[src/hw/isa_pkg.sv]
package isa_pkg;

    // ************************************************************************
    // data-processing instruction word
    // ************************************************************************

    typedef logic [31:0] instr_t;

    localparam int COND_MSB  = 31;
    localparam int CLASS_LSB = 26;          // bits 27:26.
    localparam int I_BIT     = 25;
    localparam int OPC_LSB   = 21;
    localparam int S_BIT     = 20;
    localparam int RN_LSB    = 16;
    localparam int RD_LSB    = 12;
    localparam int ROT_LSB   = 8;
    localparam int RM_LSB    = 0;
    localparam int IMM8_LSB  = 0;

    localparam logic [1:0] DP_CLASS = 2'b00;

    // arm opcode values.
    typedef enum logic [3:0] {
        OP_AND = 4'b0000,
        OP_EOR = 4'b0001,
        OP_SUB = 4'b0010,
        OP_ADD = 4'b0100,
        OP_CMP = 4'b1010,
        OP_ORR = 4'b1100,
        OP_MOV = 4'b1101
    } alu_op_e;

    typedef enum logic [3:0] {
        COND_EQ, COND_NE, COND_CS, COND_CC,
        COND_MI, COND_PL, COND_VS, COND_VC,
        COND_HI, COND_LS, COND_GE, COND_LT,
        COND_GT, COND_LE, COND_AL, COND_NV  // nv never passes.
    } cond_e;

endpackage

[src/hw/core_pkg.sv]
package core_pkg;

    typedef logic [1:0]  thread_t;
    typedef logic [3:0]  reg_idx_t;
    typedef logic [31:0] word_t;

    typedef struct packed {
        logic n;
        logic z;
        logic c;
        logic v;
    } flags_t;

    // ************************************************************************
    // stage records
    // ************************************************************************

    typedef struct packed {
        logic             valid;
        logic             supported;        // dp class, listed opcode.
        thread_t          thread;
        isa_pkg::alu_op_e op;
        isa_pkg::cond_e   cond;
        logic             set_flags;
        reg_idx_t         rn;
        reg_idx_t         rd;
        reg_idx_t         rm;
        logic             use_imm;
        word_t            imm;              // already rotated.
    } issue_t;

    typedef struct packed {
        logic     valid;
        logic     executed;
        logic     write;
        logic     flag_write;
        thread_t  thread;
        reg_idx_t rd;
        word_t    result;                   // zero when not executed.
        flags_t   flags;                    // flags the thread holds afterwards.
    } exec_t;

    typedef struct packed {
        thread_t  thread;
        reg_idx_t rd;
        logic     executed;
        logic     write;
        word_t    result;
        flags_t   flags;
    } retire_t;

endpackage

[src/hw/dp_decode.sv]
`timescale 1ns/1ps
module dp_decode #(
    parameter int N_THREADS = 4
) (
    input  logic              clk,
    input  logic              rstb,
    input  logic              instr_valid,
    input  isa_pkg::instr_t   instr,
    input  core_pkg::thread_t thread_id,
    output core_pkg::issue_t  issue
);
    import isa_pkg::*;
    import core_pkg::*;

    instr_t      instr_q;
    thread_t     thread_q;
    logic        in_valid_q;
    alu_op_e     opc;
    logic [7:0]  imm8;
    logic [4:0]  shamt;
    logic [63:0] imm_dbl;
    issue_t      issue_d;
    issue_t      issue_q;
    logic        valid_q;

    // ************************************************************************
    // input sample
    // ************************************************************************

    always_ff @(posedge clk) begin
        if (instr_valid) begin
            instr_q  <= instr;
            thread_q <= thread_id;
        end
    end

    // ************************************************************************
    // field split and immediate
    // ************************************************************************

    always_comb begin
        opc     = alu_op_e'(instr_q[OPC_LSB +: 4]);
        imm8    = instr_q[IMM8_LSB +: 8];
        shamt   = {instr_q[ROT_LSB +: 4], 1'b0};      // twice the rotate field.
        imm_dbl = {24'b0, imm8, 24'b0, imm8} >> shamt; // low half is the ror.

        issue_d.valid     = in_valid_q;
        issue_d.supported = 1'b0;
        if (instr_q[CLASS_LSB +: 2] == DP_CLASS) begin
            case (opc)
                OP_AND, OP_EOR, OP_SUB, OP_ADD,
                OP_CMP, OP_ORR, OP_MOV: issue_d.supported = 1'b1;
                default:                issue_d.supported = 1'b0;
            endcase
        end
        issue_d.thread    = thread_q;
        issue_d.op        = opc;
        issue_d.cond      = cond_e'(instr_q[COND_MSB -: 4]);
        issue_d.set_flags = instr_q[S_BIT];
        issue_d.rn        = instr_q[RN_LSB +: 4];
        issue_d.rd        = instr_q[RD_LSB +: 4];
        issue_d.rm        = instr_q[RM_LSB +: 4];  // shift field ignored.
        issue_d.use_imm   = instr_q[I_BIT];
        issue_d.imm       = imm_dbl[31:0];
    end

    always_ff @(posedge clk or negedge rstb) begin
        if (!rstb) begin
            in_valid_q <= 1'b0;
            valid_q    <= 1'b0;
        end else begin
            in_valid_q <= instr_valid;
            valid_q    <= in_valid_q;
        end
    end

    always_ff @(posedge clk) begin
        if (in_valid_q) begin
            issue_q <= issue_d;
        end
    end

    always_comb begin
        issue       = issue_q;
        issue.valid = valid_q;
    end

    a_thread_range: assert property (@(posedge clk) disable iff (!rstb)
        issue.valid |-> (issue.thread < N_THREADS));

endmodule

[config.mk]
export PLATFORM = sky130hd
export DESIGN_NAME = dp_decode
export DESIGN_NICKNAME = d
export VERILOG_FILES = /design/src/hw/isa_pkg.sv /design/src/hw/core_pkg.sv /design/src/hw/dp_decode.sv
export SDC_FILE = /design/constraint.sdc
export NUM_CORES = 1
export LEC_CHECK = 0
export ABC_AREA = 1
export BUFFER_PORTS_ARGS = -buffer_cell sky130_fd_sc_hd__buf_2
export CORE_MARGIN = 1
export CORE_UTILIZATION = 25
export DETAILED_ROUTE_END_ITERATION = 7
export PLACE_DENSITY = 0.48
export SKIP_LAST_GASP = 1
export SLEW_MARGIN = 20
export SYNTH_ARGS = -nofsm -noshare
export SYNTH_HDL_FRONTEND = slang
export SYNTH_SLANG_ARGS = --single-unit
[constraint.sdc]
create_clock -name clk -period 2.6 [get_ports clk]
set_input_delay 0.65 -clock clk [delete_from_list [all_inputs] [get_ports clk]]
set_output_delay 0.65 -clock clk [all_outputs]
set_load 0.005 [all_outputs]
## Yosys cells after proc, flatten, opt, wreduce, memory -nomap -nowiden

Index checks and enable logic that the tools add are counted.
Widths: inputs -> output; s select.

- Bits of input ports: 37
- Register bits: 93
- Output and inout port bits: 58
- Logic and storage cells: 25

- Shift-type cells: 1
- Mux-type cells: 1
- Reductions and logical operators: 3
- Eq/ne operators: 6

Operators by type and width:

| kind | number |
|---|---|
| $shr 40x5->32 | 1 |
| $eq 4x4->1 const B | 3 |
| $reduce_or 7->1 | 1 |
| $eq 4x1->1 const B | 1 |
| $eq 4x2->1 const B | 1 |
| $eq 4x3->1 const B | 1 |
| $logic_not 4->1 | 1 |
| $logic_not 2->1 | 1 |
| $mux 1 | 1 |

## Longest topological paths before layout

- Depth after elaboration: 3
- Gate-level depth with buffers: 8
- Mapped depth without buffers: 7

## Worst setup path after synthesis

Ideal clock, no wire load.

- Path type: register to register
- Start: reg in_valid_q
- End: reg issue_q, in the netlist issue[0], enable pin
- Arrival time: 1.456 ns
- Cell stages (with the launch flop): 1
- Library setup time: 0.415 ns
- Slack: 0.729 ns
- Buffers on the path: 0
- Clock period less this slack: 1.871 ns
- Data required time: 2.185 ns
- Path through: dfrtp_1

RTL lines:

| element | RTL line | source |
|---|---|---|
| start: declaration | dp_decode.sv:17 | `logic in_valid_q;` |
| start signal: assignment | dp_decode.sv:72 | `in_valid_q <= instr_valid;` |
| end signal: assignment | dp_decode.sv:79 | `issue_q <= issue_d;` |
| end: declaration | dp_decode.sv:23 | `issue_t issue_q;` |

No word-level cell between the ends.

## Worst setup path in the final report

- Start: reg issue_q, in the netlist issue[46]
- End: out issue[46] in the netlist's numbering

RTL lines:

| element | RTL line | source |
|---|---|---|
| end: declaration | dp_decode.sv:10 | `output core_pkg::issue_t issue` |

No word-level cell between the ends.

==> key figures <==
Critical path
  • Worst Path Required: 1950 ps
  • Reg2Reg Depth: 3
  • CP arrival: 900 ps
  • Worst reg2reg setup slack: 1060 ps
  • Worst path buffer plus inverter count: 1
  • Critical path's top delay family: flip-flops
  • Critical path launch point type: flip-flop
  • CP max stage delay: 400 ps
  • Slowest cell on the critical path: edfxtp_1
  • Critical Path End Type: output port
  • Critical path class: flip-flop to output port
  • Cells along the critical path: buf_2
  • Reg-to-reg endpoint: issue[15]$_SDFFCE_PN0P_
  • Max FO, Critical Path: 1
  • Worst reg2reg startpoint: instr_q[10]$_DFFE_PP_

Placed design
  • RD Place Congestion: 0.8208
  • PortBufs: 94
  • DP Area: 4074 µm²
  • Dpl hpwl: 4923 µm

Die
  • Width of the chip: 119.0 µm
  • DIE HEIGHT: 119.0 µm
  • Core Region: 13300 µm²
  • Initial Utilization: 25.76%
  • Row Count: 42
  • Die ar.: 14170 µm²
  • Io pins: 95

Timing
  • Final setup vio count: 0
  • Max Slew Vio Count: 0
  • Final TNS setup: 0 ps
  • Max_slew headroom: 49.17%
  • Hold Vio Cnt, Final: 0
  • Unrepaired setup endpoints after global routing: no
  • Highest clock rate: 645.8 MHz
  • Tmin final: 1549 ps
  • Crit share post-route: 59.56%
  • Actual slew at the worst max-slew pin: 762.4 ps
  • Worst clock skew: 10.77 ps

Cells and area
  • Layout cell share with drive strength beyond 1: 36.17%
  • Area growth, synth to finish: 27.69%
  • Fillers: 1330
  • Post-route cell area: 4373 µm²
  • Final nets: 361
  • Antenna cells: 0

Synth
  • Top cell type by total area after synthesis: edfxtp_1
  • Syn Inst Count: 227
  • Asr flop ratio synth: 2.151%
  • Netlist cell types: 21
  • Post-synth top flop: edfxtp_1
  • Synth cell count leaders: edfxtp_1 (91), nand2_1 (51), nor2_1 (21)
  • Seq cells post-synth: 93
  • Top cells by area, synth: edfxtp_1 (80%), nand2_1 (5.6%), nor2_1 (2.3%)
  • Net Count, Synth: 264
  • Most instantiated library cell after synthesis: edfxtp_1
  • Number of synthesized flops with an enable pin: 91
  • Post-synth top area share: 79.80%
  • Sequential-to-total area share from yosys stat: 81.26%
  • Yosys warnings: 0
  • Area of the mapped netlist: 3425 µm²
  • Synth Area per Inst: 15.09 µm²

CTS
  • PostCTS Resize Cnt: 0
  • TritonCTS Buffers: 9
  • H-tree Lvls: 3
  • Root buf cell: clkbuf_16
  • Maximum buffer depth of the clock tree: 2
  • Clk slew on worst S/H paths: 70 ps
  • Post-CTS setup buffers: 0
  • Clock Latency Late Sink: 350 ps
  • CTS Sinks: 93
  • CTS tree: done
  • Post-cts hold buffer count: 0

Global route
  • Total GRT Usage: 10.25%
  • Largest net degree at the start of global routing: 36
  • Vias in the first global route: 2100
  • First-pass GRT wire length: 10720 µm
  • Initial antenna violation count: 0
  • Grt total ovfl: 0

Drt
  • DRC Markers: 0
  • WL final: 6831 µm
  • DRT iter0 DRCs: 85
  • Detail Route Antenna Nets: 0
  • Routed vias: 2055
  • Pre-Repair DR Iteration Count: 4
  • Drt wl/cell: 13.53 µm
  • Vias/cell: 4.069

Worst hold path
  • HP Class: primary input to async pin

Power and ir drop
  • Pwr Density: 789.8 nW/µm²
  • Peak supply drop: 0.0006818 V
  • Pwr Total: 3.454 mW
  • Leak Pwr: 1.711 nW

Status
  • Status: finished, final reports clean

Job
  • Max cap viols: 0
[final cells by class]
type | count | area, µm² | share of cell area, %
Inverter | 5 | 33.78 | 0.7725
Tap cell | 176 | 220.2 | 5.036
Clock inverter | 6 | 70.07 | 1.602
Clock buffer | 10 | 229.0 | 5.236
Timing Repair Buffer | 96 | 498.0 | 11.39
Multi-Input combinational cell | 119 | 538.0 | 12.30
Sequential cell | 93 | 2784 | 63.66
[registers in the layout, summed over array words and instances (netlist names)]
name / flops
issue: 57
in_valid_q: 1
valid_q: 1
instr_q: 32
thread_q: 2
[power by group]
group,internal [mW],leakage [nW],total [mW],switching (mW)
clock network,0.753,0.141,1.31,0.560
logic,0.115,0.664,0.279,0.164
registers,1.80,0.906,1.86,0.0625
[worst max path at each step]
stage | from | end | slack (ps) | depth (start not counted)
finish | issue[46]$_DFFE_PP_ | issue[46] | 1050 | 1
global route | instr_q[9]$_DFFE_PP_ | issue[19]$_DFFE_PP_ | 940 | 4
detailed placement | instr_valid | instr_q[2]$_DFFE_PP_ | 940 | 1
CTS | issue[46]$_DFFE_PP_ | issue[46] | 1030 | 1
floorplan | in_valid_q$_DFF_PN0_ | issue[0]$_SDFFCE_PP0P_ | 730 | 0
global placement | instr_valid | instr_q[0]$_DFFE_PP_ | 960 | 1
[cell usage in the layout, fill, tap and decap left out, types with 2 or more instances in the layout]
master / netlist / layout
inv_1: 2 / 2
nand2_1: 51 / 51
o21ai_0: 2 / 2
o21ai_1: 7 / 7
buf_2: 2 / 94
nand4_1: 10 / 10
clkbuf_16: 0 / 9
nand3_1: 15 / 15
nand3_2: 2 / 2
edfxtp_1: 91 / 91
clkinvlp_4: 0 / 2
a21oi_1: 8 / 8
nor2_1: 21 / 21
[per-stage QoR]
step | std cells | setup WS (ps) | utilization [%] | hold slack, ps
final | 505 | 1051 | 32.89 | 70.82
after global routing | 505 | 944.0 | 32.89 | 57.83
after CTS | 505 | 1031 | 32.89 | 55.07
after detailed placement | 489 | 942.7 | 30.64 | 404.5
after global placement | 489 | 958.1 | 30.64 | 403.2
after floorplan | 227 | 729.0 | - | 354.4
[metal layers]
layer	global-route usage (%)	up-vias	part of all wire, %
met5	0	-	0
met4	4.193	0	1.6
met3	5.939	11	11
met2	15.66	90	45
met1	11.67	934	42
li1	-	1020	-
[kinds of logic after synthesis]
logic type      after synthesis  synth area share, %
flops                        93                81.26
simple gates                101                13.01
compound gates               18                2.704
buf+inv                      15                3.033
(Power assumes the default switching activity.)
