`config.mk`:
```
export PLATFORM = sky130hd
export DESIGN_NAME = dp_execute
export DESIGN_NICKNAME = d
export VERILOG_FILES = /design/src/hw/isa_pkg.sv /design/src/hw/core_pkg.sv /design/src/hw/dp_execute.sv
export SDC_FILE = /design/constraint.sdc
export NUM_CORES = 1
export LEC_CHECK = 0
export BUFFER_PORTS_ARGS = -buffer_cell sky130_fd_sc_hd__buf_4
export CAP_MARGIN = 5
export CORE_MARGIN = 4
export CORE_UTILIZATION = 42
export DETAILED_ROUTE_END_ITERATION = 8
export PLACE_DENSITY = 0.75
export SLEW_MARGIN = 20
export SYNTH_ARGS = -nofsm -noshare
export SYNTH_HDL_FRONTEND = slang
export SYNTH_SLANG_ARGS = --single-unit
```
`constraint.sdc`:
```
create_clock -name clk -period 0.8 [get_ports clk]
set_input_delay 0.12 -clock clk [delete_from_list [all_inputs] [get_ports clk]]
set_output_delay 0.12 -clock clk [all_outputs]
set_load 0.02 [all_outputs]
```
`src/hw/isa_pkg.sv`:
```
package isa_pkg;

    // ************************************************************************
    // data-processing instruction word
    // ************************************************************************

    typedef logic [31:0] instr_t;

    localparam int COND_MSB  = 31;
    localparam int CLASS_LSB = 26;          // bits 27:26.
    localparam int I_BIT     = 25;
    localparam int OPC_LSB   = 21;
    localparam int S_BIT     = 20;
    localparam int RN_LSB    = 16;
    localparam int RD_LSB    = 12;
    localparam int ROT_LSB   = 8;
    localparam int RM_LSB    = 0;
    localparam int IMM8_LSB  = 0;

    localparam logic [1:0] DP_CLASS = 2'b00;

    // arm opcode values.
    typedef enum logic [3:0] {
        OP_AND = 4'b0000,
        OP_EOR = 4'b0001,
        OP_SUB = 4'b0010,
        OP_ADD = 4'b0100,
        OP_CMP = 4'b1010,
        OP_ORR = 4'b1100,
        OP_MOV = 4'b1101
    } alu_op_e;

    typedef enum logic [3:0] {
        COND_EQ, COND_NE, COND_CS, COND_CC,
        COND_MI, COND_PL, COND_VS, COND_VC,
        COND_HI, COND_LS, COND_GE, COND_LT,
        COND_GT, COND_LE, COND_AL, COND_NV  // nv never passes.
    } cond_e;

endpackage

```
`src/hw/core_pkg.sv`:
```
package core_pkg;

    typedef logic [1:0]  thread_t;
    typedef logic [3:0]  reg_idx_t;
    typedef logic [31:0] word_t;

    typedef struct packed {
        logic n;
        logic z;
        logic c;
        logic v;
    } flags_t;

    // ************************************************************************
    // stage records
    // ************************************************************************

    typedef struct packed {
        logic             valid;
        logic             supported;        // dp class, listed opcode.
        thread_t          thread;
        isa_pkg::alu_op_e op;
        isa_pkg::cond_e   cond;
        logic             set_flags;
        reg_idx_t         rn;
        reg_idx_t         rd;
        reg_idx_t         rm;
        logic             use_imm;
        word_t            imm;              // already rotated.
    } issue_t;

    typedef struct packed {
        logic     valid;
        logic     executed;
        logic     write;
        logic     flag_write;
        thread_t  thread;
        reg_idx_t rd;
        word_t    result;                   // zero when not executed.
        flags_t   flags;                    // flags the thread holds afterwards.
    } exec_t;

    typedef struct packed {
        thread_t  thread;
        reg_idx_t rd;
        logic     executed;
        logic     write;
        word_t    result;
        flags_t   flags;
    } retire_t;

endpackage

```
`src/hw/dp_execute.sv`:
```
`timescale 1ns/1ps
module dp_execute (
    input  logic               clk,
    input  logic               rstb,
    input  core_pkg::issue_t   issue,
    input  core_pkg::word_t    rn_data,
    input  core_pkg::word_t    rm_data,
    input  core_pkg::flags_t   cur_flags,
    output core_pkg::thread_t  rd_thread,
    output core_pkg::reg_idx_t rn,
    output core_pkg::reg_idx_t rm,
    output core_pkg::exec_t    exec
);
    import isa_pkg::*;
    import core_pkg::*;

    word_t       op_b;
    logic [32:0] add_full;
    logic [32:0] sub_full;
    word_t       alu_res;
    flags_t      alu_flags;
    logic        executed;
    logic        is_cmp;
    logic        flag_upd;
    exec_t       exec_d;
    exec_t       exec_q;
    logic        exec_valid_q;

    function automatic logic cond_pass(cond_e cond, flags_t f);
        logic pass;
        case (cond)
            COND_EQ: pass = f.z;
            COND_NE: pass = !f.z;
            COND_CS: pass = f.c;
            COND_CC: pass = !f.c;
            COND_MI: pass = f.n;
            COND_PL: pass = !f.n;
            COND_VS: pass = f.v;
            COND_VC: pass = !f.v;
            COND_HI: pass = f.c && !f.z;
            COND_LS: pass = !f.c || f.z;
            COND_GE: pass = (f.n == f.v);
            COND_LT: pass = (f.n != f.v);
            COND_GT: pass = !f.z && (f.n == f.v);
            COND_LE: pass = f.z || (f.n != f.v);
            COND_AL: pass = 1'b1;
            default: pass = 1'b0;
        endcase
        return pass;
    endfunction

    assign rd_thread = issue.thread;
    assign rn        = issue.rn;
    assign rm        = issue.rm;

    // ************************************************************************
    // alu
    // ************************************************************************

    always_comb begin
        op_b     = issue.use_imm ? issue.imm : rm_data;
        add_full = {1'b0, rn_data} + {1'b0, op_b};
        sub_full = {1'b0, rn_data} + {1'b0, ~op_b} + 33'd1; // carry set on no borrow.
        alu_res     = '0;
        alu_flags.c = 1'b0;
        alu_flags.v = 1'b0;
        case (issue.op)
            OP_ADD: begin
                alu_res     = add_full[31:0];
                alu_flags.c = add_full[32];
                alu_flags.v = (rn_data[31] == op_b[31]) && (alu_res[31] != rn_data[31]);
            end
            OP_SUB, OP_CMP: begin
                alu_res     = sub_full[31:0];
                alu_flags.c = sub_full[32];
                alu_flags.v = (rn_data[31] != op_b[31]) && (alu_res[31] != rn_data[31]);
            end
            OP_AND:  alu_res = rn_data & op_b;
            OP_EOR:  alu_res = rn_data ^ op_b;
            OP_ORR:  alu_res = rn_data | op_b;
            OP_MOV:  alu_res = op_b;
            default: alu_res = '0;
        endcase
        alu_flags.n = alu_res[31];
        alu_flags.z = (alu_res == '0);
    end

    always_comb begin
        executed = issue.supported && cond_pass(issue.cond, cur_flags);
        is_cmp   = (issue.op == OP_CMP);
        flag_upd = executed && (is_cmp || issue.set_flags);

        exec_d.valid      = issue.valid;
        exec_d.executed   = executed;
        exec_d.write      = executed && !is_cmp;
        exec_d.flag_write = flag_upd;
        exec_d.thread     = issue.thread;
        exec_d.rd         = issue.rd;
        exec_d.result     = executed ? alu_res : '0;
        exec_d.flags      = flag_upd ? alu_flags : cur_flags;
    end

    always_ff @(posedge clk or negedge rstb) begin
        if (!rstb) begin
            exec_valid_q <= 1'b0;
        end else begin
            exec_valid_q <= issue.valid;
        end
    end

    always_ff @(posedge clk) begin
        if (issue.valid) begin
            exec_q <= exec_d;
        end
    end

    always_comb begin
        exec       = exec_q;
        exec.valid = exec_valid_q;
    end

    a_write_executed: assert property (@(posedge clk) disable iff (!rstb)
        exec.valid && exec.write |-> exec.executed);

endmodule

```
# ---- Yosys cells after proc, flatten, opt, wreduce, memory -nomap -nowiden
# Index checks and enable logic that the tools add are counted.
dict set report op_classes {
  n_eq_ne 26
  div 0
  shifts 0
  mul 0
  reduce_logical 19
  order_cmp 0
  bitwise_logic 4
  add_sub_neg 3
  muxes 5
}
# cell count
set ops {}
lappend ops {{$pmux 32 s6} 1}
lappend ops {{$add 32x32->33} 2}
lappend ops {{$eq 4x4->1 const B} 10}
lappend ops {{$add 33x1->33 const B} 1}
lappend ops {{$and 32x32->32} 1}
lappend ops {{$logic_not 32->1} 1}
lappend ops {{$mux 32} 1}
lappend ops {{$not 32->32} 1}
lappend ops {{$or 32x32->32} 1}
lappend ops {{$xor 32x32->32} 1}
lappend ops {{$eq 4x3->1 const B} 5}
lappend ops {{$pmux 1 s15} 1}
lappend ops {{$eq 4x2->1 const B} 3}
lappend ops {{$eq 4x1->1 const B} 2}
lappend ops {{$logic_not 4->1} 2}
lappend ops {{$logic_and 1x1->1} 7}
lappend ops {{$logic_not 1->1} 5}
lappend ops {{$mux 4} 1}
lappend ops {{$ne 1x1->1} 4}
lappend ops {{$pmux 2 s2} 1}
lappend ops {{$logic_or 1x1->1} 3}
lappend ops {{$eq 1x1->1} 2}
lappend ops {{$reduce_or 2->1} 1}
dict set report totals {
  latch_bits 0
  ff_bits 46
  memories 0
  output_inout_bits 56
  ram_bits 0
  romBits 0
  input_bits 128
  word_cells 68
}

# ---- Longest topological paths before layout
dict set report depth {
  depth_word 8
  ltp_mapped 19
  ltp_nobuf 15
}

# ---- Worst setup path before layout
# Ideal clock, no wire load.
dict set report synth_path {
  path_type {in2reg}
  startpoint {input port issue[32] in the netlist's numbering}
  endpoint {register exec_q (netlist bit exec[2]) (data pin)}
  setup_slack_ps -3592
  required_ps 635
  path_buffers 4
  path_stages 17
  arrival_time_ps 4227
  setup_ps 165
  path_cell_list {buf_6 buf_8 buf_2 buf_2 mux2i_1 ha_1 a21oi_1 o21ai_0 a21oi_1 o221ai_1 or2_2 a31oi_1 a211oi_1 nor3_1 or3b_2 or4b_1 o31ai_2}
}
# item line
set synth_lines {}
lappend synth_lines {{start: declaration} dp_execute.sv:5} ;# input core_pkg::issue_t issue,
lappend synth_lines {{end signal: assignment} dp_execute.sv:113} ;# exec_q <= exec_d;
lappend synth_lines {{end: declaration} dp_execute.sv:26} ;# exec_t exec_q;

==> impl_metrics.env <==
export IMPL_critPathMaxStageDelay_ns=0.46
export IMPL_final_cell_mix="buf_4 (508), buf_6 (102), ha_1 (90)"
export IMPL_yosysSeqAreaShare_pct=16.5
export IMPL_io_buffers=167
export IMPL_wl_per_cell_um=23.0
export IMPL_drtIter0Drc=1246
export IMPL_irDropWorstVdd_mv=0.823
export IMPL_relSlewSlack_pct=42.9
export IMPL_firstDrtPassIters=6
export IMPL_violations="negative setup slack"
export IMPL_antennaDiodeCount=0
export IMPL_async_flop_share_pct=2.17
export IMPL_die_area_um2=22200
export IMPL_gp_congestion=0.959
export IMPL_synthesis_area_um2=8360
export IMPL_start_util_pct=42.8
export IMPL_critPathMaxFanout=5
export IMPL_multiInputGateArea_um2=7870
export IMPL_hold_class="in -> reg"
export IMPL_remaining_drc_errors=0
export IMPL_ys_types=88
export IMPL_antenna_found_initial=0
export IMPL_final_period_utilization_pct=497
export IMPL_grt_pass1_wl_mm=60.9
export IMPL_overflow=0
export IMPL_hold_viol_final=0
export IMPL_grt_pass1_vias=11124
export IMPL_arrival_ns=4.12
export IMPL_via_per_inst=6.03
export IMPL_die_w_um=149
export IMPL_ctsLongestPathBuffers=2
export IMPL_mostFrequentLayoutCell="buf_4"
export IMPL_io_pins=184
export IMPL_fmax_mhz=251
export IMPL_cap_viol_max_count=0
export IMPL_die_y_um=149
export IMPL_endpoint_kind="flop"
export IMPL_p_leak_nw=7.05
export IMPL_seqCellArea_um2=1380
export IMPL_rows=51
export IMPL_drt_total_wl_mm=43.4
export IMPL_dpl_instance_area_um2=13000
export IMPL_syn_nets=1309
export IMPL_highest_layer="met4"
export IMPL_rsz0062_at_grt="yes"
export IMPL_m1WireLength_mm=16.4
export IMPL_ant_nets=0
export IMPL_drv_slew=0
export IMPL_pre_cts_ws_ns=-3.78
export IMPL_hp_start="issue[54]"
export IMPL_fin_nets=1866
export IMPL_worstPathCellList="buf_12, buf_8, mux2_4, inv_4, ha_4, a21o_1, o21ai_4, buf_6, a311oi_2, a211oi_2, nand3_2, buf_6, buf_6, a311oi_4, xnor2_2, o211ai_1, a21oi_1, buf_4, or4b_4, o31ai_2"
export IMPL_cts_tree="done"
export IMPL_fillers=1318
export IMPL_cp_num_cells=20
export IMPL_holdPathStages=1
export IMPL_clkTransAtPathRegs_ns=0.08
export IMPL_ys_flop_type="edfxtp_1"
export IMPL_finish_instance_area_um2=15400
export IMPL_drive_gt1_share_pct=54.6
export IMPL_min_period_ns=3.98
export IMPL_holdPathEnd="exec[40]"
export IMPL_setup_viol=85
export IMPL_cts_buffers=5
export IMPL_synth_edf_count=45
export IMPL_status="finished, violations left"
export IMPL_syn_to_final_growth_pct=83.7
export IMPL_path_class="in -> reg"
export IMPL_met2_length_mm=20.4
export IMPL_fin_ws_ns=-3.18
export IMPL_wl_met3_mm=3.86
export IMPL_synthCells=1064
export IMPL_vias=11372
export IMPL_p_per_area_nw_per_um2=1190
export IMPL_critPathTopFamily="compound AO/OA/AOI/OAI gates"
export IMPL_crit_path_top_delay_cell="or4b_4"
export IMPL_cts_root_buf="clkbuf_16"
export IMPL_grt_max_degree=26
export IMPL_grt_usage_pct=34.8
export IMPL_critPathBufInv=7
export IMPL_hpwl_mm=29.8
export IMPL_cp_data_required_time_ns=0.94
export IMPL_cts_sinks=46
export IMPL_worstMarginPinSlew_ns=0.849
export IMPL_startpoint_type="input port"
export IMPL_fp_coreArea_um2=19500
export IMPL_h_tree_depth=2
export IMPL_syn_avg_cell_area_um2=7.86
export IMPL_path_common_cell="buf_6"
export IMPL_yosysWarnings=0
export IMPL_ys_ff_latch=46
power breakdown:
group | total, mW | leakage, nW | internal [mW] | switching [mW]
combinational | 12.7 | 6.53 | 6.30 | 6.36
clock | 2.55 | 0.0771 | 1.48 | 1.06
sequential | 3.02 | 0.443 | 2.90 | 0.119
total | 18.2 | 7.05 | 10.7 | 7.54
worst max path at each step:
| stage | start | endpoint |
|---|---|---|
| detailed placement | issue[32] | exec[2] |
| global placement | issue[32] | exec[2] |
| global route | issue[32] | exec[2] |
| CTS | issue[32] | exec[2] |
| floorplan | issue[32] | exec[2] |
| finish | issue[32] | exec[2] |
cells by family after synthesis:
group                      count (synthesis)  synth area share [%]
AOI/OAI and AO/OA                        359                  29.0
xor gates and xnor gates                  19                  1.99
adders and majority gates                117                  17.7
buffers and inverters                    168                  9.01
DFF                                       46                  16.5
muxes                                     45                  5.67
and+or+nand+nor                          310                  20.1
metal layers:
layer / vias up / track usage (%)
met4: 0 / 16.8
met3: 199 / 4.44
met5: - / 0
met2: 722 / 60.3
li1: 5046 / -
met1: 5405 / 42.8
synth_stat cells, types with 5 or more instances:
| library cell | n | area, um^2 |
|---|---|---|
| nand3_1 | 16 | 80.1 |
| a211o_1 | 8 | 70.1 |
| nand2_1 | 61 | 229 |
| clkbuf_1 | 33 | 124 |
| a31oi_1 | 16 | 100 |
| and2_1 | 19 | 119 |
| o221ai_1 | 9 | 78.8 |
| nand3b_1 | 7 | 52.6 |
| o21ai_0 | 46 | 230 |
| buf_2 | 20 | 100 |
| o31ai_1 | 6 | 45.0 |
| edfxtp_1 | 45 | 1350 |
| buf_4 | 13 | 97.6 |
| a211oi_1 | 17 | 128 |
| buf_6 | 5 | 56.3 |
| nor2b_1 | 13 | 81.3 |
| o2bb2ai_1 | 5 | 43.8 |
| xor2_1 | 7 | 61.3 |
| nor4b_1 | 5 | 43.8 |
| or3_1 | 6 | 37.5 |
| and3_1 | 13 | 81.3 |
| xnor2_1 | 12 | 105 |
| ha_1 | 115 | 1440 |
| inv_1 | 91 | 342 |
| a21oi_1 | 99 | 495 |
| o21ai_1 | 11 | 55.1 |
| nand2b_1 | 12 | 75.1 |
| nor4_1 | 8 | 50.1 |
| nor3_1 | 29 | 145 |
| o22ai_1 | 23 | 144 |
| a21o_1 | 22 | 165 |
| nor2_1 | 75 | 282 |
| nand4_1 | 9 | 56.3 |
| o2111a_1 | 5 | 56.3 |
| o21bai_1 | 14 | 105 |
| nor3b_1 | 5 | 37.5 |
| mux2i_1 | 33 | 330 |
| mux2_2 | 9 | 101 |
| or3b_2 | 5 | 43.8 |
| o211ai_1 | 16 | 120 |
| a221oi_1 | 6 | 52.6 |
state kept, by name (all words and copies together), names as in the netlist:
name,flops
exec_valid_q,1
exec,45
area by class of cell:
class | instances | area share [%]
repair buffers | 626 | 34.2
multi-input cells | 850 | 51.3
inverters | 92 | 2.33
clock buffers | 6 | 0.839
clock inverters | 2 | 0.244
flip-flops and latches | 46 | 8.96
well taps | 265 | 2.16
stage by stage:
stage          hold slack [ns]  cells  util (%)  total power [mW]  TNS [ns]
6_report                0.0154   1887      78.7              18.2    -81.24
3_5_place_dp            -0.104   1821      66.7              12.8    -92.73
3_3_place_gp            -0.104   1821      66.7              12.7    -91.15
2_1_floorplan           -0.176   1064         -              7.94    -72.44
4_1_cts                0.00492   1868      74.9              16.7    -77.89
5_1_grt                 0.0175   1887      78.7              18.8    -84.30
timing repair:
| item | CTS | global route |
|---|---|---|
| gates resized for setup | 234 | 128 |
| pin swaps | 86 | 85 |
| setup endpoints to repair | 85 | 85 |
| endpoints found under the hold margin | 3 | 0 |
| cloned | 4 | 0 |
| hold buffers | 3 | 0 |
| setup buffers | 36 | 34 |
Note: power is estimated with default switching activity, not from simulation.
